**src/rtl/iq_defines.svh**
```systemverilog
// ========================================
// sizing macros for the memory-op issue slice
// include wherever queue or address-unit sizes are needed
// ========================================
`ifndef IQ_DEFINES_SVH
`define IQ_DEFINES_SVH

// ========================================
// issue queue
// ========================================

// number of queue slots, kept a power of two so slot pointers wrap freely
`define IQ_ENTRIES 8

// ========================================
// address generation
// ========================================

// number of address units fed by the selector
// unit 1 only receives grants when this is greater than 1
`define NUM_AGEN 2

// width of base, offset and generated address
`define ADDR_W 32

// width of the tag the outside world gives each operation
`define TAG_W 6

// cycles from the capture edge until done_addr is presented
`define AGEN_LAT 2

`endif

```
**src/rtl/iq_pkg.sv**
```systemverilog
// ========================================
// queue-side types: slot indices, slot vectors and operation kinds
// ========================================
`default_nettype none

`include "iq_defines.svh"

package iq_pkg;

	// index of one queue slot
	typedef logic [$clog2(`IQ_ENTRIES)-1:0] slot_idx_t;

	// one bit per slot, bit n describes slot n
	typedef logic [`IQ_ENTRIES-1:0] slot_vec_t;

	// slot indices listed oldest first, element 0 is the head
	typedef slot_idx_t [`IQ_ENTRIES-1:0] slot_list_t;

	// occupancy count, must reach IQ_ENTRIES itself
	typedef logic [$clog2(`IQ_ENTRIES+1)-1:0] iq_count_t;

	// only loads and stores go to the address units
	// sync entries act as barriers and alu entries just drain at the head
	typedef enum logic [1:0] {
		op_load  = 2'd0,
		op_store = 2'd1,
		op_sync  = 2'd2,
		op_alu   = 2'd3
	} op_kind_t;

	// true for kinds that need an address
	function automatic logic is_mem(input op_kind_t kind);
		return (kind == op_load) || (kind == op_store);
	endfunction

	// turns a one-hot grant into a slot index, zero for an empty grant
	function automatic slot_idx_t onehot_to_idx(input slot_vec_t vec);
		slot_idx_t idx;
		idx = '0;
		for (int i = 0; i < `IQ_ENTRIES; i++) begin
			if (vec[i])
				idx = slot_idx_t'(i);
		end
		return idx;
	endfunction

endpackage

`default_nettype wire

```
**src/rtl/agen_pkg.sv**
```systemverilog
// ========================================
// address-side types shared by dispatch, queue and address units
// ========================================
`default_nettype none

`include "iq_defines.svh"

package agen_pkg;

	// a memory address, also used for base and offset operands
	typedef logic [`ADDR_W-1:0] addr_t;

	// identifier that travels with an operation from dispatch to done
	typedef logic [`TAG_W-1:0] tag_t;

	// down-counter that times one operation through an address unit
	typedef logic [$clog2(`AGEN_LAT+1)-1:0] agen_cnt_t;

	// load value for the counter at the capture edge
	// done fires on the edge where the counter is already zero
	localparam agen_cnt_t AGEN_CNT_START = agen_cnt_t'(`AGEN_LAT - 1);

	// effective address, wraps modulo 2**ADDR_W
	function automatic addr_t calc_addr(input addr_t base, input addr_t offset);
		return base + offset;
	endfunction

endpackage

`default_nettype wire

```
**src/rtl/dispatch_unit.sv**
```systemverilog
// ========================================
// dispatch stage, turns incoming operations into queue writes at the tail
// drops strobes while the queue reports full
// ========================================
`default_nettype none

module dispatch_unit
	import iq_pkg::*;
	import agen_pkg::*;
(
	input  wire logic      clk,
	input  wire logic      rst_n,
	input  wire logic      dispatch_valid,
	input  wire op_kind_t  dispatch_kind,
	input  wire tag_t      dispatch_tag,
	input  wire addr_t     dispatch_base,
	input  wire addr_t     dispatch_offset,
	input  wire logic      dispatch_ready,
	input  wire logic      full,
	output logic           alloc_valid,
	output slot_idx_t      alloc_slot,
	output op_kind_t       alloc_kind,
	output tag_t           alloc_tag,
	output addr_t          alloc_base,
	output addr_t          alloc_offset,
	output logic           alloc_ready
);

	// next slot to be written, the queue tracks the head and the count
	slot_idx_t tail_q;

	// a strobe is only taken while there is room
	// the caller is not supposed to strobe when full, this just keeps the queue safe
	assign alloc_valid  = dispatch_valid && !full;
	assign alloc_slot   = tail_q;
	assign alloc_kind   = dispatch_kind;
	assign alloc_tag    = dispatch_tag;
	assign alloc_base   = dispatch_base;
	assign alloc_offset = dispatch_offset;

	// sync and alu entries wait on no operand, so they enter the queue ready
	assign alloc_ready = dispatch_ready || !is_mem(dispatch_kind);

	// tail moves only on accepted writes and wraps with the slot index width
	always_ff @(posedge clk or negedge rst_n) begin
		if (!rst_n) begin
			tail_q <= '0;
		end else if (alloc_valid) begin
			tail_q <= tail_q + slot_idx_t'(1);
		end
	end

endmodule

`default_nettype wire

```
**src/rtl/issue_queue.sv**
```systemverilog
// ========================================
// circular issue queue with readiness, age order and older-barrier tracking
// entries enter at the dispatch tail and retire in order from the head
// ========================================
`default_nettype none

`include "iq_defines.svh"

module issue_queue
	import iq_pkg::*;
	import agen_pkg::*;
(
	input  wire logic       clk,
	input  wire logic       rst_n,
	input  wire logic       alloc_valid,
	input  wire slot_idx_t  alloc_slot,
	input  wire op_kind_t   alloc_kind,
	input  wire tag_t       alloc_tag,
	input  wire addr_t      alloc_base,
	input  wire addr_t      alloc_offset,
	input  wire logic       alloc_ready,
	input  wire logic       wakeup_valid,
	input  wire tag_t       wakeup_tag,
	input  wire slot_vec_t  issue0,
	input  wire slot_vec_t  issue1,
	input  wire logic       done0,
	input  wire slot_idx_t  done_slot0,
	input  wire logic       done1,
	input  wire slot_idx_t  done_slot1,
	output logic            full,
	output slot_list_t      heads,
	output slot_vec_t       could_issue,
	output slot_vec_t       iq_mem,
	output slot_vec_t       prior_sync,
	output slot_vec_t       prior_valid,
	output tag_t            issue_tag0,
	output addr_t           issue_base0,
	output addr_t           issue_offset0,
	output slot_idx_t       issue_slot0,
	output tag_t            issue_tag1,
	output addr_t           issue_base1,
	output addr_t           issue_offset1,
	output slot_idx_t       issue_slot1
);

	// ========================================
	// slot state
	// ========================================

	// control flags, one bit per slot
	slot_vec_t valid_q;
	slot_vec_t ready_q;
	slot_vec_t issued_q;
	slot_vec_t complete_q;

	// payload written at dispatch and read at issue
	op_kind_t kind_q   [`IQ_ENTRIES];
	tag_t     tag_q    [`IQ_ENTRIES];
	addr_t    base_q   [`IQ_ENTRIES];
	addr_t    offset_q [`IQ_ENTRIES];

	slot_idx_t head_q;
	iq_count_t count_q;

	// running flags while walking from the head
	logic older_sync;
	logic older_valid;

	// head leaves this cycle
	logic head_done;
	logic retire;

	assign full = (count_q == iq_count_t'(`IQ_ENTRIES));

	// ========================================
	// age order and eligibility vectors
	// ========================================
	always_comb begin
		older_sync  = 1'b0;
		older_valid = 1'b0;
		prior_sync  = '0;
		prior_valid = '0;
		for (int n = 0; n < `IQ_ENTRIES; n++) begin
			heads[n] = head_q + slot_idx_t'(n);
			// each slot sees only what lies strictly between it and the head
			prior_sync[heads[n]]  = older_sync;
			prior_valid[heads[n]] = older_valid;
			older_sync  = older_sync || (valid_q[heads[n]] && kind_q[heads[n]] == op_sync);
			older_valid = older_valid || valid_q[heads[n]];
		end
	end

	always_comb begin
		for (int i = 0; i < `IQ_ENTRIES; i++) begin
			could_issue[i] = valid_q[i] && ready_q[i] && !issued_q[i];
			iq_mem[i]      = valid_q[i] && is_mem(kind_q[i]);
		end
	end

	// grants are one-hot, so the slot index picks the operands straight out
	assign issue_slot0   = onehot_to_idx(issue0);
	assign issue_tag0    = tag_q[issue_slot0];
	assign issue_base0   = base_q[issue_slot0];
	assign issue_offset0 = offset_q[issue_slot0];
	assign issue_slot1   = onehot_to_idx(issue1);
	assign issue_tag1    = tag_q[issue_slot1];
	assign issue_base1   = base_q[issue_slot1];
	assign issue_offset1 = offset_q[issue_slot1];

	// a done pulse aimed at the head lets it retire on the same edge that
	// records completion
	assign head_done = complete_q[head_q] || (done0 && done_slot0 == head_q)
		|| (done1 && done_slot1 == head_q);
	assign retire = valid_q[head_q] && (head_done || !is_mem(kind_q[head_q]));

	// ========================================
	// control update
	// ========================================
	always_ff @(posedge clk or negedge rst_n) begin
		if (!rst_n) begin
			valid_q    <= '0;
			ready_q    <= '0;
			issued_q   <= '0;
			complete_q <= '0;
			head_q     <= '0;
			count_q    <= '0;
		end else begin
			// broadcast wakeup marks every waiting entry with that tag
			for (int i = 0; i < `IQ_ENTRIES; i++) begin
				if (wakeup_valid && valid_q[i] && tag_q[i] == wakeup_tag)
					ready_q[i] <= 1'b1;
			end
			issued_q <= issued_q | issue0 | issue1;
			if (done0)
				complete_q[done_slot0] <= 1'b1;
			if (done1)
				complete_q[done_slot1] <= 1'b1;
			if (retire) begin
				valid_q[head_q] <= 1'b0;
				head_q <= head_q + slot_idx_t'(1);
			end
			// a new entry clears whatever the previous occupant left behind
			if (alloc_valid) begin
				valid_q[alloc_slot]    <= 1'b1;
				ready_q[alloc_slot]    <= alloc_ready
					|| (wakeup_valid && wakeup_tag == alloc_tag);
				issued_q[alloc_slot]   <= 1'b0;
				complete_q[alloc_slot] <= 1'b0;
			end
			case ({alloc_valid, retire})
				2'b10:   count_q <= count_q + iq_count_t'(1);
				2'b01:   count_q <= count_q - iq_count_t'(1);
				default: count_q <= count_q;
			endcase
		end
	end

	// payload follows the write port only
	always_ff @(posedge clk) begin
		if (alloc_valid) begin
			kind_q[alloc_slot]   <= alloc_kind;
			tag_q[alloc_slot]    <= alloc_tag;
			base_q[alloc_slot]   <= alloc_base;
			offset_q[alloc_slot] <= alloc_offset;
		end
	end

endmodule

`default_nettype wire

```
**src/rtl/agen_issue.sv**
```systemverilog
// ========================================
// picks the oldest eligible memory entries for the two address units
// purely combinational, the units capture the grants at the next edge
// ========================================
`default_nettype none

`include "iq_defines.svh"

module agen_issue
	import iq_pkg::*;
(
	input  wire logic       agen0_idle,
	input  wire logic       agen1_idle,
	input  wire slot_list_t heads,
	input  wire slot_vec_t  could_issue,
	input  wire slot_vec_t  iq_mem,
	input  wire slot_vec_t  prior_sync,
	input  wire slot_vec_t  prior_valid,
	output slot_vec_t       issue0,
	output slot_vec_t       issue1
);

	// per-slot eligibility, independent of which unit takes it
	slot_vec_t eligible;

	always_comb begin
		for (int i = 0; i < `IQ_ENTRIES; i++) begin
			// a sync only blocks when something older is actually still there
			eligible[i] = could_issue[i] && iq_mem[i]
				&& (!prior_sync[i] || !prior_valid[i]);
		end
	end

	always_comb begin
		issue0 = '0;
		issue1 = '0;

		// unit 0 gets the first eligible slot counting from the head
		if (agen0_idle) begin
			for (int n = 0; n < `IQ_ENTRIES; n++) begin
				if (eligible[heads[n]] && issue0 == '0)
					issue0[heads[n]] = 1'b1;
			end
		end

		// unit 1 gets the next one, skipping whatever unit 0 just took
		// when unit 0 is busy unit 1 may end up with the oldest
		if (agen1_idle && `NUM_AGEN > 1) begin
			for (int n = 0; n < `IQ_ENTRIES; n++) begin
				if (eligible[heads[n]] && !issue0[heads[n]] && issue1 == '0)
					issue1[heads[n]] = 1'b1;
			end
		end
	end

endmodule

`default_nettype wire

```
**src/rtl/agen_unit.sv**
```systemverilog
// ========================================
// fixed-latency address adder holding one operation at a time
// start is a capture strobe and done a one-cycle result pulse
// ========================================
`default_nettype none

module agen_unit
	import iq_pkg::*;
	import agen_pkg::*;
(
	input  wire logic      clk,
	input  wire logic      rst_n,
	input  wire logic      start,
	input  wire tag_t      start_tag,
	input  wire addr_t     start_base,
	input  wire addr_t     start_offset,
	input  wire slot_idx_t start_slot,
	output logic           idle,
	output logic           done,
	output tag_t           done_tag,
	output addr_t          done_addr,
	output slot_idx_t      done_slot
);

	logic      busy_q;
	logic      done_q;
	agen_cnt_t cnt_q;

	// operation in flight, sum is formed at capture and held until done
	tag_t      tag_q;
	addr_t     addr_q;
	slot_idx_t slot_q;

	// the selector never grants a busy unit, so start is only seen while idle
	assign idle      = !busy_q;
	assign done      = done_q;
	assign done_tag  = tag_q;
	assign done_addr = addr_q;
	assign done_slot = slot_q;

	// counter runs AGEN_LAT-1 down to zero, done follows the edge at zero
	always_ff @(posedge clk or negedge rst_n) begin
		if (!rst_n) begin
			busy_q <= 1'b0;
			done_q <= 1'b0;
			cnt_q  <= '0;
		end else begin
			done_q <= 1'b0;
			if (busy_q) begin
				if (cnt_q == '0) begin
					busy_q <= 1'b0;
					done_q <= 1'b1;
				end else begin
					cnt_q <= cnt_q - agen_cnt_t'(1);
				end
			end else if (start) begin
				busy_q <= 1'b1;
				cnt_q  <= AGEN_CNT_START;
			end
		end
	end

	always_ff @(posedge clk) begin
		if (start && !busy_q) begin
			tag_q  <= start_tag;
			addr_q <= calc_addr(start_base, start_offset);
			slot_q <= start_slot;
		end
	end

endmodule

`default_nettype wire

```
**src/rtl/lsq_agen_top.sv**
```systemverilog
// ========================================
// memory-op issue slice, dispatch into the queue and out to two address units
// ========================================
`default_nettype none

module lsq_agen_top
	import iq_pkg::*;
	import agen_pkg::*;
(
	input  wire logic     clk,
	input  wire logic     rst_n,
	input  wire logic     dispatch_valid,
	input  wire op_kind_t dispatch_kind,
	input  wire tag_t     dispatch_tag,
	input  wire addr_t    dispatch_base,
	input  wire addr_t    dispatch_offset,
	input  wire logic     dispatch_ready,
	input  wire logic     wakeup_valid,
	input  wire tag_t     wakeup_tag,
	output logic          full,
	output logic          done0,
	output tag_t          done_tag0,
	output addr_t         done_addr0,
	output logic          done1,
	output tag_t          done_tag1,
	output addr_t         done_addr1
);

	// ========================================
	// interconnect
	// ========================================

	// dispatch to queue write port
	logic      alloc_valid;
	slot_idx_t alloc_slot;
	op_kind_t  alloc_kind;
	tag_t      alloc_tag;
	addr_t     alloc_base;
	addr_t     alloc_offset;
	logic      alloc_ready;

	// queue to selector
	slot_list_t heads;
	slot_vec_t  could_issue;
	slot_vec_t  iq_mem;
	slot_vec_t  prior_sync;
	slot_vec_t  prior_valid;

	// selector grants and the operands they pull from the queue
	slot_vec_t issue0;
	slot_vec_t issue1;
	tag_t      issue_tag0;
	addr_t     issue_base0;
	addr_t     issue_offset0;
	slot_idx_t issue_slot0;
	tag_t      issue_tag1;
	addr_t     issue_base1;
	addr_t     issue_offset1;
	slot_idx_t issue_slot1;

	// unit status back into the slice
	logic      agen0_idle;
	logic      agen1_idle;
	slot_idx_t done_slot0;
	slot_idx_t done_slot1;

	dispatch_unit u_dispatch (
		.clk, .rst_n,
		.dispatch_valid, .dispatch_kind, .dispatch_tag,
		.dispatch_base, .dispatch_offset, .dispatch_ready, .full,
		.alloc_valid, .alloc_slot, .alloc_kind, .alloc_tag,
		.alloc_base, .alloc_offset, .alloc_ready
	);

	issue_queue u_iq (
		.clk, .rst_n,
		.alloc_valid, .alloc_slot, .alloc_kind, .alloc_tag,
		.alloc_base, .alloc_offset, .alloc_ready,
		.wakeup_valid, .wakeup_tag, .issue0, .issue1,
		.done0, .done_slot0, .done1, .done_slot1,
		.full, .heads, .could_issue, .iq_mem, .prior_sync, .prior_valid,
		.issue_tag0, .issue_base0, .issue_offset0, .issue_slot0,
		.issue_tag1, .issue_base1, .issue_offset1, .issue_slot1
	);

	agen_issue u_sel (
		.agen0_idle, .agen1_idle, .heads, .could_issue, .iq_mem,
		.prior_sync, .prior_valid, .issue0, .issue1
	);

	// ========================================
	// address units, each started by any bit of its grant
	// ========================================
	agen_unit u_agen0 (
		.clk, .rst_n,
		.start(|issue0), .start_tag(issue_tag0), .start_base(issue_base0),
		.start_offset(issue_offset0), .start_slot(issue_slot0),
		.idle(agen0_idle), .done(done0), .done_tag(done_tag0),
		.done_addr(done_addr0), .done_slot(done_slot0)
	);

	agen_unit u_agen1 (
		.clk, .rst_n,
		.start(|issue1), .start_tag(issue_tag1), .start_base(issue_base1),
		.start_offset(issue_offset1), .start_slot(issue_slot1),
		.idle(agen1_idle), .done(done1), .done_tag(done_tag1),
		.done_addr(done_addr1), .done_slot(done_slot1)
	);

endmodule

`default_nettype wire

```
**config.mk**
```make
export PLATFORM = sky130hd
export DESIGN_NAME = lsq_agen_top
export DESIGN_NICKNAME = d
export VERILOG_FILES = /design/src/rtl/iq_pkg.sv /design/src/rtl/agen_pkg.sv /design/src/rtl/dispatch_unit.sv /design/src/rtl/issue_queue.sv /design/src/rtl/agen_issue.sv /design/src/rtl/agen_unit.sv /design/src/rtl/lsq_agen_top.sv
export VERILOG_INCLUDE_DIRS = /design/src /design/src/rtl
export SDC_FILE = /design/constraint.sdc
export NUM_CORES = 1
export LEC_CHECK = 0
export BUFFER_PORTS_ARGS = -buffer_cell sky130_fd_sc_hd__buf_2
export CAP_MARGIN = 25
export CELL_PAD_IN_SITES_DETAIL_PLACEMENT = 1
export CELL_PAD_IN_SITES_GLOBAL_PLACEMENT = 2
export CORE_ASPECT_RATIO = 0.7
export CORE_MARGIN = 2
export CORE_UTILIZATION = 41
export CTS_BUF_LIST = sky130_fd_sc_hd__clkbuf_4 sky130_fd_sc_hd__clkbuf_8 sky130_fd_sc_hd__clkbuf_16
export DETAILED_ROUTE_END_ITERATION = 8
export GPL_TIMING_DRIVEN = 0
export PLACE_DENSITY = 0.84
export SYNTH_ARGS = -nofsm -noshare
export SYNTH_HDL_FRONTEND = slang
export SYNTH_SLANG_ARGS = --single-unit
```
**constraint.sdc**
```tcl
create_clock -name clk -period 20 [get_ports clk]
set_input_delay 2 -clock clk [delete_from_list [all_inputs] [get_ports clk]]
set_output_delay 2 -clock clk [all_outputs]
set_load 0.03 [all_outputs]
```
Yosys cells after proc, flatten, opt, wreduce, memory -nomap -nowiden
Memory sizes are Yosys's and may differ from the RTL's. A register that Yosys moved wholly into a read port is not among the register bits. Cells that the tools add are included.

RAM bits: 576. Word-level logic and storage cells: 487. Bits in registers: 120. Input port bits: 83. Memories: 4. Output and inout bits: 79.

Memories: u_iq.base_q (depth 8, width 32, rd ports 2, clocked after memory_dff 0, write ports 1, line issue_queue.sv:59) `` addr_t base_q [`IQ_ENTRIES]; ``; u_iq.offset_q (depth 8, width 32, rd ports 2, clocked after memory_dff 0, write ports 1, line issue_queue.sv:60) `` addr_t offset_q [`IQ_ENTRIES]; ``; u_iq.tag_q (depth 8, width 6, rd ports 10, clocked after memory_dff 2, write ports 1, line issue_queue.sv:58) `` tag_t tag_q [`IQ_ENTRIES]; ``; u_iq.kind_q (depth 8, width 2, rd ports 15, clocked after memory_dff 0, write ports 1, line issue_queue.sv:57) `` op_kind_t kind_q [`IQ_ENTRIES]; ``.

Magnitude comparators: 22. Mux-type cells: 163. Bitwise logic cells: 26. Eq/ne operators: 33. Reduce and logical (&&, ||, !) cells: 208. Add/subtract/negate cells: 14.

Operators by type and width (count): two-way mux 8 bit (39); bitwise OR 8 bit (19); logical NOT 8 bit (14); bitwise mux 8 bit (13); logical AND 1 bit (103); binary-select mux 1 bit (select 3 bit) (24); adder 32 bit (2); two-way mux 1 bit (57); equality test 6 bit (9); less-than comparator 3 x 4 -> 1 bit (second input constant) (11); AND 8 bit (5); logical NOT 1 bit (37); logical OR 1 bit (35); demux 1 bit (select 3 bit) (11); greater-or-equal comparator 3 x 1 -> 1 bit (second input constant) (11); logical NOT 2 bit (12); two-way mux 3 bit (8); equality test 2 x 1 -> 1 bit (second input constant) (11); two-way mux 2 bit (10); equality test 2 bit (second input constant) (8); inverter 8 bit (2); OR reduction 8 bit (2); adder 3 bit (second input constant) (4); one-hot mux 4 bit (2 select lines) (1); 10 further kinds (18).

Depth between registers and ports, before layout
An unclocked memory read counts as a cell.

Word-level depth: 90. Gate-level depth with buffers: 82. Gate-level depth less buffers: 64.

Cells and area by module
From an unflattened synthesis, not the netlist that was laid out.

Cells, all modules: 3743. Area total of the unflattened synthesis: 42673.4 um^2.

By module, submodules not included: issue_queue (seq. area each 18272.5 um^2, area an instance 31496.5 um^2, instances 1, cells each 2399); agen_unit (seq. area each 1331.3 um^2, area an instance 3075.4 um^2, instances 2, cells each 288); agen_issue (seq. area each 0.0 um^2, area an instance 4305.4 um^2, instances 1, cells each 680); dispatch_unit (seq. area each 75.1 um^2, area an instance 688.2 um^2, instances 1, cells each 82); lsq_agen_top (seq. area each 0.0 um^2, area an instance 32.5 um^2, instances 1, cells each 6).

Least setup slack after synthesis
No wires, ideal clock.

Kind: register to register. From: reg u_iq.head_q[0]. To: reg u_agen1.addr_q[30] (netlist: u_agen1.done_addr[30]), data pin. Setup slack: 5010 ps. Period minus slack after synthesis: 14990 ps. Buffers on the path: 11. Cell stages (with the launch flop): 74. Arrival: 14733 ps. Setup time: 258 ps. Required time: 19742 ps. Cell sequence: dfrtp_1 -> buf_4 -> buf_4 -> buf_2 -> clkinv_1 -> clkbuf_1 -> buf_1 -> ha_1 -> xor2_2 -> mux4_2 -> nor3_2 -> o21ai_1 -> a311o_1 -> and3_1 -> mux4_2 -> a22oi_2 -> buf_4 -> o211ai_1 -> [... 38 more ...] -> a21oi_1 -> o21bai_1 -> a21oi_1 -> o21bai_1 -> a21oi_1 -> o21bai_1 -> a21oi_1 -> o21bai_1 -> a21oi_1 -> o21bai_1 -> a21oi_1 -> o21bai_1 -> a21oi_1 -> o21bai_1 -> a21oi_1 -> o21bai_1 -> a21oi_1 -> xnor2_1.

RTL lines: from (decl) (line issue_queue.sv:62) `slot_idx_t head_q;`; from (signal assigned) (line issue_queue.sv:140) `head_q <= head_q + slot_idx_t'(1);`; to (signal assigned) (line agen_unit.sv:66) `addr_q <= calc_addr(start_base, start_offset);`; to (decl) (line agen_unit.sv:31) `addr_t addr_q;`.

==> results.md <==
* Outcome: complete, no violations
* IO Pins at 162
* Setup violations, final at 0
* Slew at the pin with the worst max-slew slack at 1230 ps
* Worst Path Max Fanout at 10
* YS warnings at 0
* CP arrival at 19,880 ps
* Overflow after GRT at 0
* Buf/Inv on CP at 17
* Total Wirelength at 175 mm
* Leading area contributor after synthesis: edfxtp_1
* CTS max path bufs at 3
* TritonCTS Buffers at 78
* GRT Total Usage at 33.4%
* Pins Over Slew Limit at 0
* Critical Path RT at 20,380 ps
* Most used flip-flop cell after synthesis: edfxtp_1
* HPWL after DPL at 127 mm
* Number of H-tree levels at 3
* Most used cell along the critical path: o21bai_1
* Number of global-route vias before repair at 36,000
* Synth top area cells: edfxtp_1 (48%), nand2_1 (8.3%), mux2i_1 (5.5%)
* Routed met1 length at 77.7 mm
* Global-route wire length before repair at 251 mm
* Crit start category: flop
* Clock-pin slew on the worst setup and hold paths at 60 ps
* Routed length per instance at 30.1 µm
* Synth cell types at 118
* Area of placed instances at 0.0444 mm²
* Slowest cell on the critical path: mux4_2
* Met3 WL post-DR at 18.5 mm
* Hold WS at 477 ps
* Clock Skews at 37.9 ps
* Net Count, Synth at 4,255
* Min Tclk post-route at 19,500 ps
* Die area at 0.103 mm²
* Period utilization at 97.5%
* Rel. slew slack at 17.4%
* Final Instance Area at 0.0476 mm²
* Final Hold Fails at 0
* Number of flops mapped to enable cells by yosys at 658
* CTS tree: done
* DR pass1 iterations at 8
* Met2 WL at 74.1 mm
* FMAX at 51.3 MHz
* Nets@finish at 4,563
* Sequential-to-total area share from yosys stat at 51.1%
* Final Wtd Congestion at 0.992
* Count of buffers from port buffering at 154
* Synthesis-to-finish area growth at 15.7%
* Residual DRC at 0
* Max Cap Violations at 0
* RR Startpoint: u_iq.head_q[0]
* Crit path capture type: flop
* Max incr delay on CP at 590 ps
* Die width at 382 µm
* Root Buffer: clkbuf_16
* Via-to-Cell Ratio at 6.24
* Hold path startpoint: u_iq.count_q[3]
* Family with the most delay on the worst path: compound AO/OA/AOI/OAI gates
* Total core area at 0.0998 mm²
* Yosys top cell area share at 48.1%
* Rows at 97
* #FFs+latches synth at 708
* Post-Syn Area at 0.0411 mm²
* Synth async-reset ratio at 7.06%
* Worst min-delay path class: flop to flop
* Initial drt markers at 4,817
* Die Y at 269 µm
* CP startpoint: u_iq.head_q[0]
* Worst reg2reg setup slack at 500 ps
* Worst-Skew Late Latency at 690 ps
* Detailed-route via count at 36,300
* Top Layer Used: met5
* CP Class: flop to flop
* Initial antenna violation count at 18
* Share of cells above drive strength 1 at 14.7%
* Number of routed nets with antenna violations at 0
* Largest net degree at the start of global routing at 45
* Clk sinks at 708
* Mapped Cells at 4,095
* Avg Inst Size Synth at 10.0 µm²
* Initial core utilization at 41.2%
state kept, by name, summed over array words and instances, names as in the netlist, 2 cells and up:
signal,flops
u_agen0.cnt_q,2
u_agen0.done_addr,32
u_agen0.done_slot,3
u_agen0.done_tag,6
u_agen1.cnt_q,2
u_agen1.done_addr,32
u_agen1.done_slot,3
u_agen1.done_tag,6
u_dispatch.alloc_slot,3
u_iq.base_q,256
u_iq.complete_q,8
u_iq.count_q,4
u_iq.head_q,3
u_iq.issued_q,8
u_iq.kind_q,16
u_iq.offset_q,256
u_iq.ready_q,8
u_iq.tag_q,48
u_iq.valid_q,8
cells in the mapped netlist, drive strengths merged, types with 9 or more instances:
master,n
a211oi,20
a21o,18
and3,15
xnor2,99
dfrtp,50
inv,79
buf,85
nand2,909
a22oi,9
nor4,25
nor3,61
nand3,446
o211ai,16
edfxtp,658
mux2i,226
mux4,23
nand4b,11
xor2,28
nand2b,16
nor2b,10
a221o,12
a21oi,181
ha,74
o22ai,13
a311oi,11
o31ai,13
mux2,79
o21ai,220
or3,12
a221oi,11
a21boi,23
and2,23
o21bai,33
clkbuf,176
a31oi,16
nor2,213
o221ai,17
nand4,26
final timing paths:
kind,endpoint,cells after the start
min in group asynchronous,u_iq.head_q[2],1
max reg2reg,u_agen1.done_addr[31],78
max,u_agen1.done_addr[31],78
min reg2reg,u_iq.count_q[3],1
max in group asynchronous,u_agen0.busy_q,2
min,u_iq.count_q[3],1
worst register-to-register path: cells and delay by family, from the launching register on:
family          cells  cell delay [ps]
mux                 2              850
flops               1              350
compound gates     40             8840
buf+inv            17             4140
simple gates       15             3810
fa+ha+maj           2              730
xor+xnor            2              470
metal layers:
metal	track usage, %	up-vias
met3	6.79	297
met4	8.57	12
met5	0	-
met2	49.6	1991
li1	-	15600
met1	49.6	18400
layout by cell type (no fill, tap or decap), types with 20 or more instances in the layout:
cell / netlist / routed
xor2_1: 27 / 27
xnor2_1: 99 / 97
clkbuf_2: 0 / 25
buf_6: 20 / 47
clkbuf_4: 1 / 29
clkbuf_16: 0 / 79
mux2_1: 25 / 25
mux2i_1: 224 / 224
o21ai_0: 144 / 136
edfxtp_1: 658 / 658
a21boi_0: 21 / 20
buf_4: 16 / 46
nand3_1: 445 / 442
inv_1: 76 / 73
mux4_2: 23 / 23
ha_1: 74 / 74
dfrtp_1: 50 / 50
buf_2: 30 / 190
a21oi_1: 176 / 167
and2_1: 22 / 21
clkbuf_1: 175 / 142
nand2_1: 909 / 907
o21bai_1: 33 / 33
o21ai_1: 76 / 82
nor3_1: 57 / 50
nand4_1: 26 / 26
nor4_1: 20 / 20
nor2_1: 213 / 207
mux2_2: 54 / 54
metrics by stage:
stage / utilization (%) / TNS, ps / worst slack (ps) / instances
final: 47.7 / 0 / 495 / 5811
after global routing: 47.7 / -3.33 / -3.33 / 5806
after CTS: 47.3 / 0 / 4.56 / 5791
after detailed placement: 44.5 / -14110 / -2090 / 5647
after global placement: 43.7 / -70040 / -3410 / 5585
after floorplan: - / 0 / 5010 / 4095
logic make-up after synthesis:
logic type	Yosys count	share of synthesized area, %
compound gates	699	11.2
xor+xnor	127	2.72
fa+ha+maj	77	2.40
buf+inv	343	3.75
flops	708	51.1
mux	328	8.97
simple gates	1813	19.9
area by class of cell:
cell class                      instances  area (µm²)
Fill cell                           11100       52200
Tap cell                             1336        1670
Clock inverter                         44         423
Inverter                               82         324
Clock buffer                          100        2150
Sequential cell                       708       21000
Antenna cell                            8        20.0
Buffer                                258        1300
Timing Repair Buffer                  231        1670
Multi-Input combinational cell       3044       19000
what timing repair did:
action | CTS | global route
buffers inserted | 0 | 13
resized for setup | 62 | 85
pin swaps | 0 | 10
endpoints found under the setup margin | 18 | 17
hold buffers | 0 | 0
Power is not shown: default switching activity piles up to over one toggle a cycle in this logic, so the estimate is an artifact.
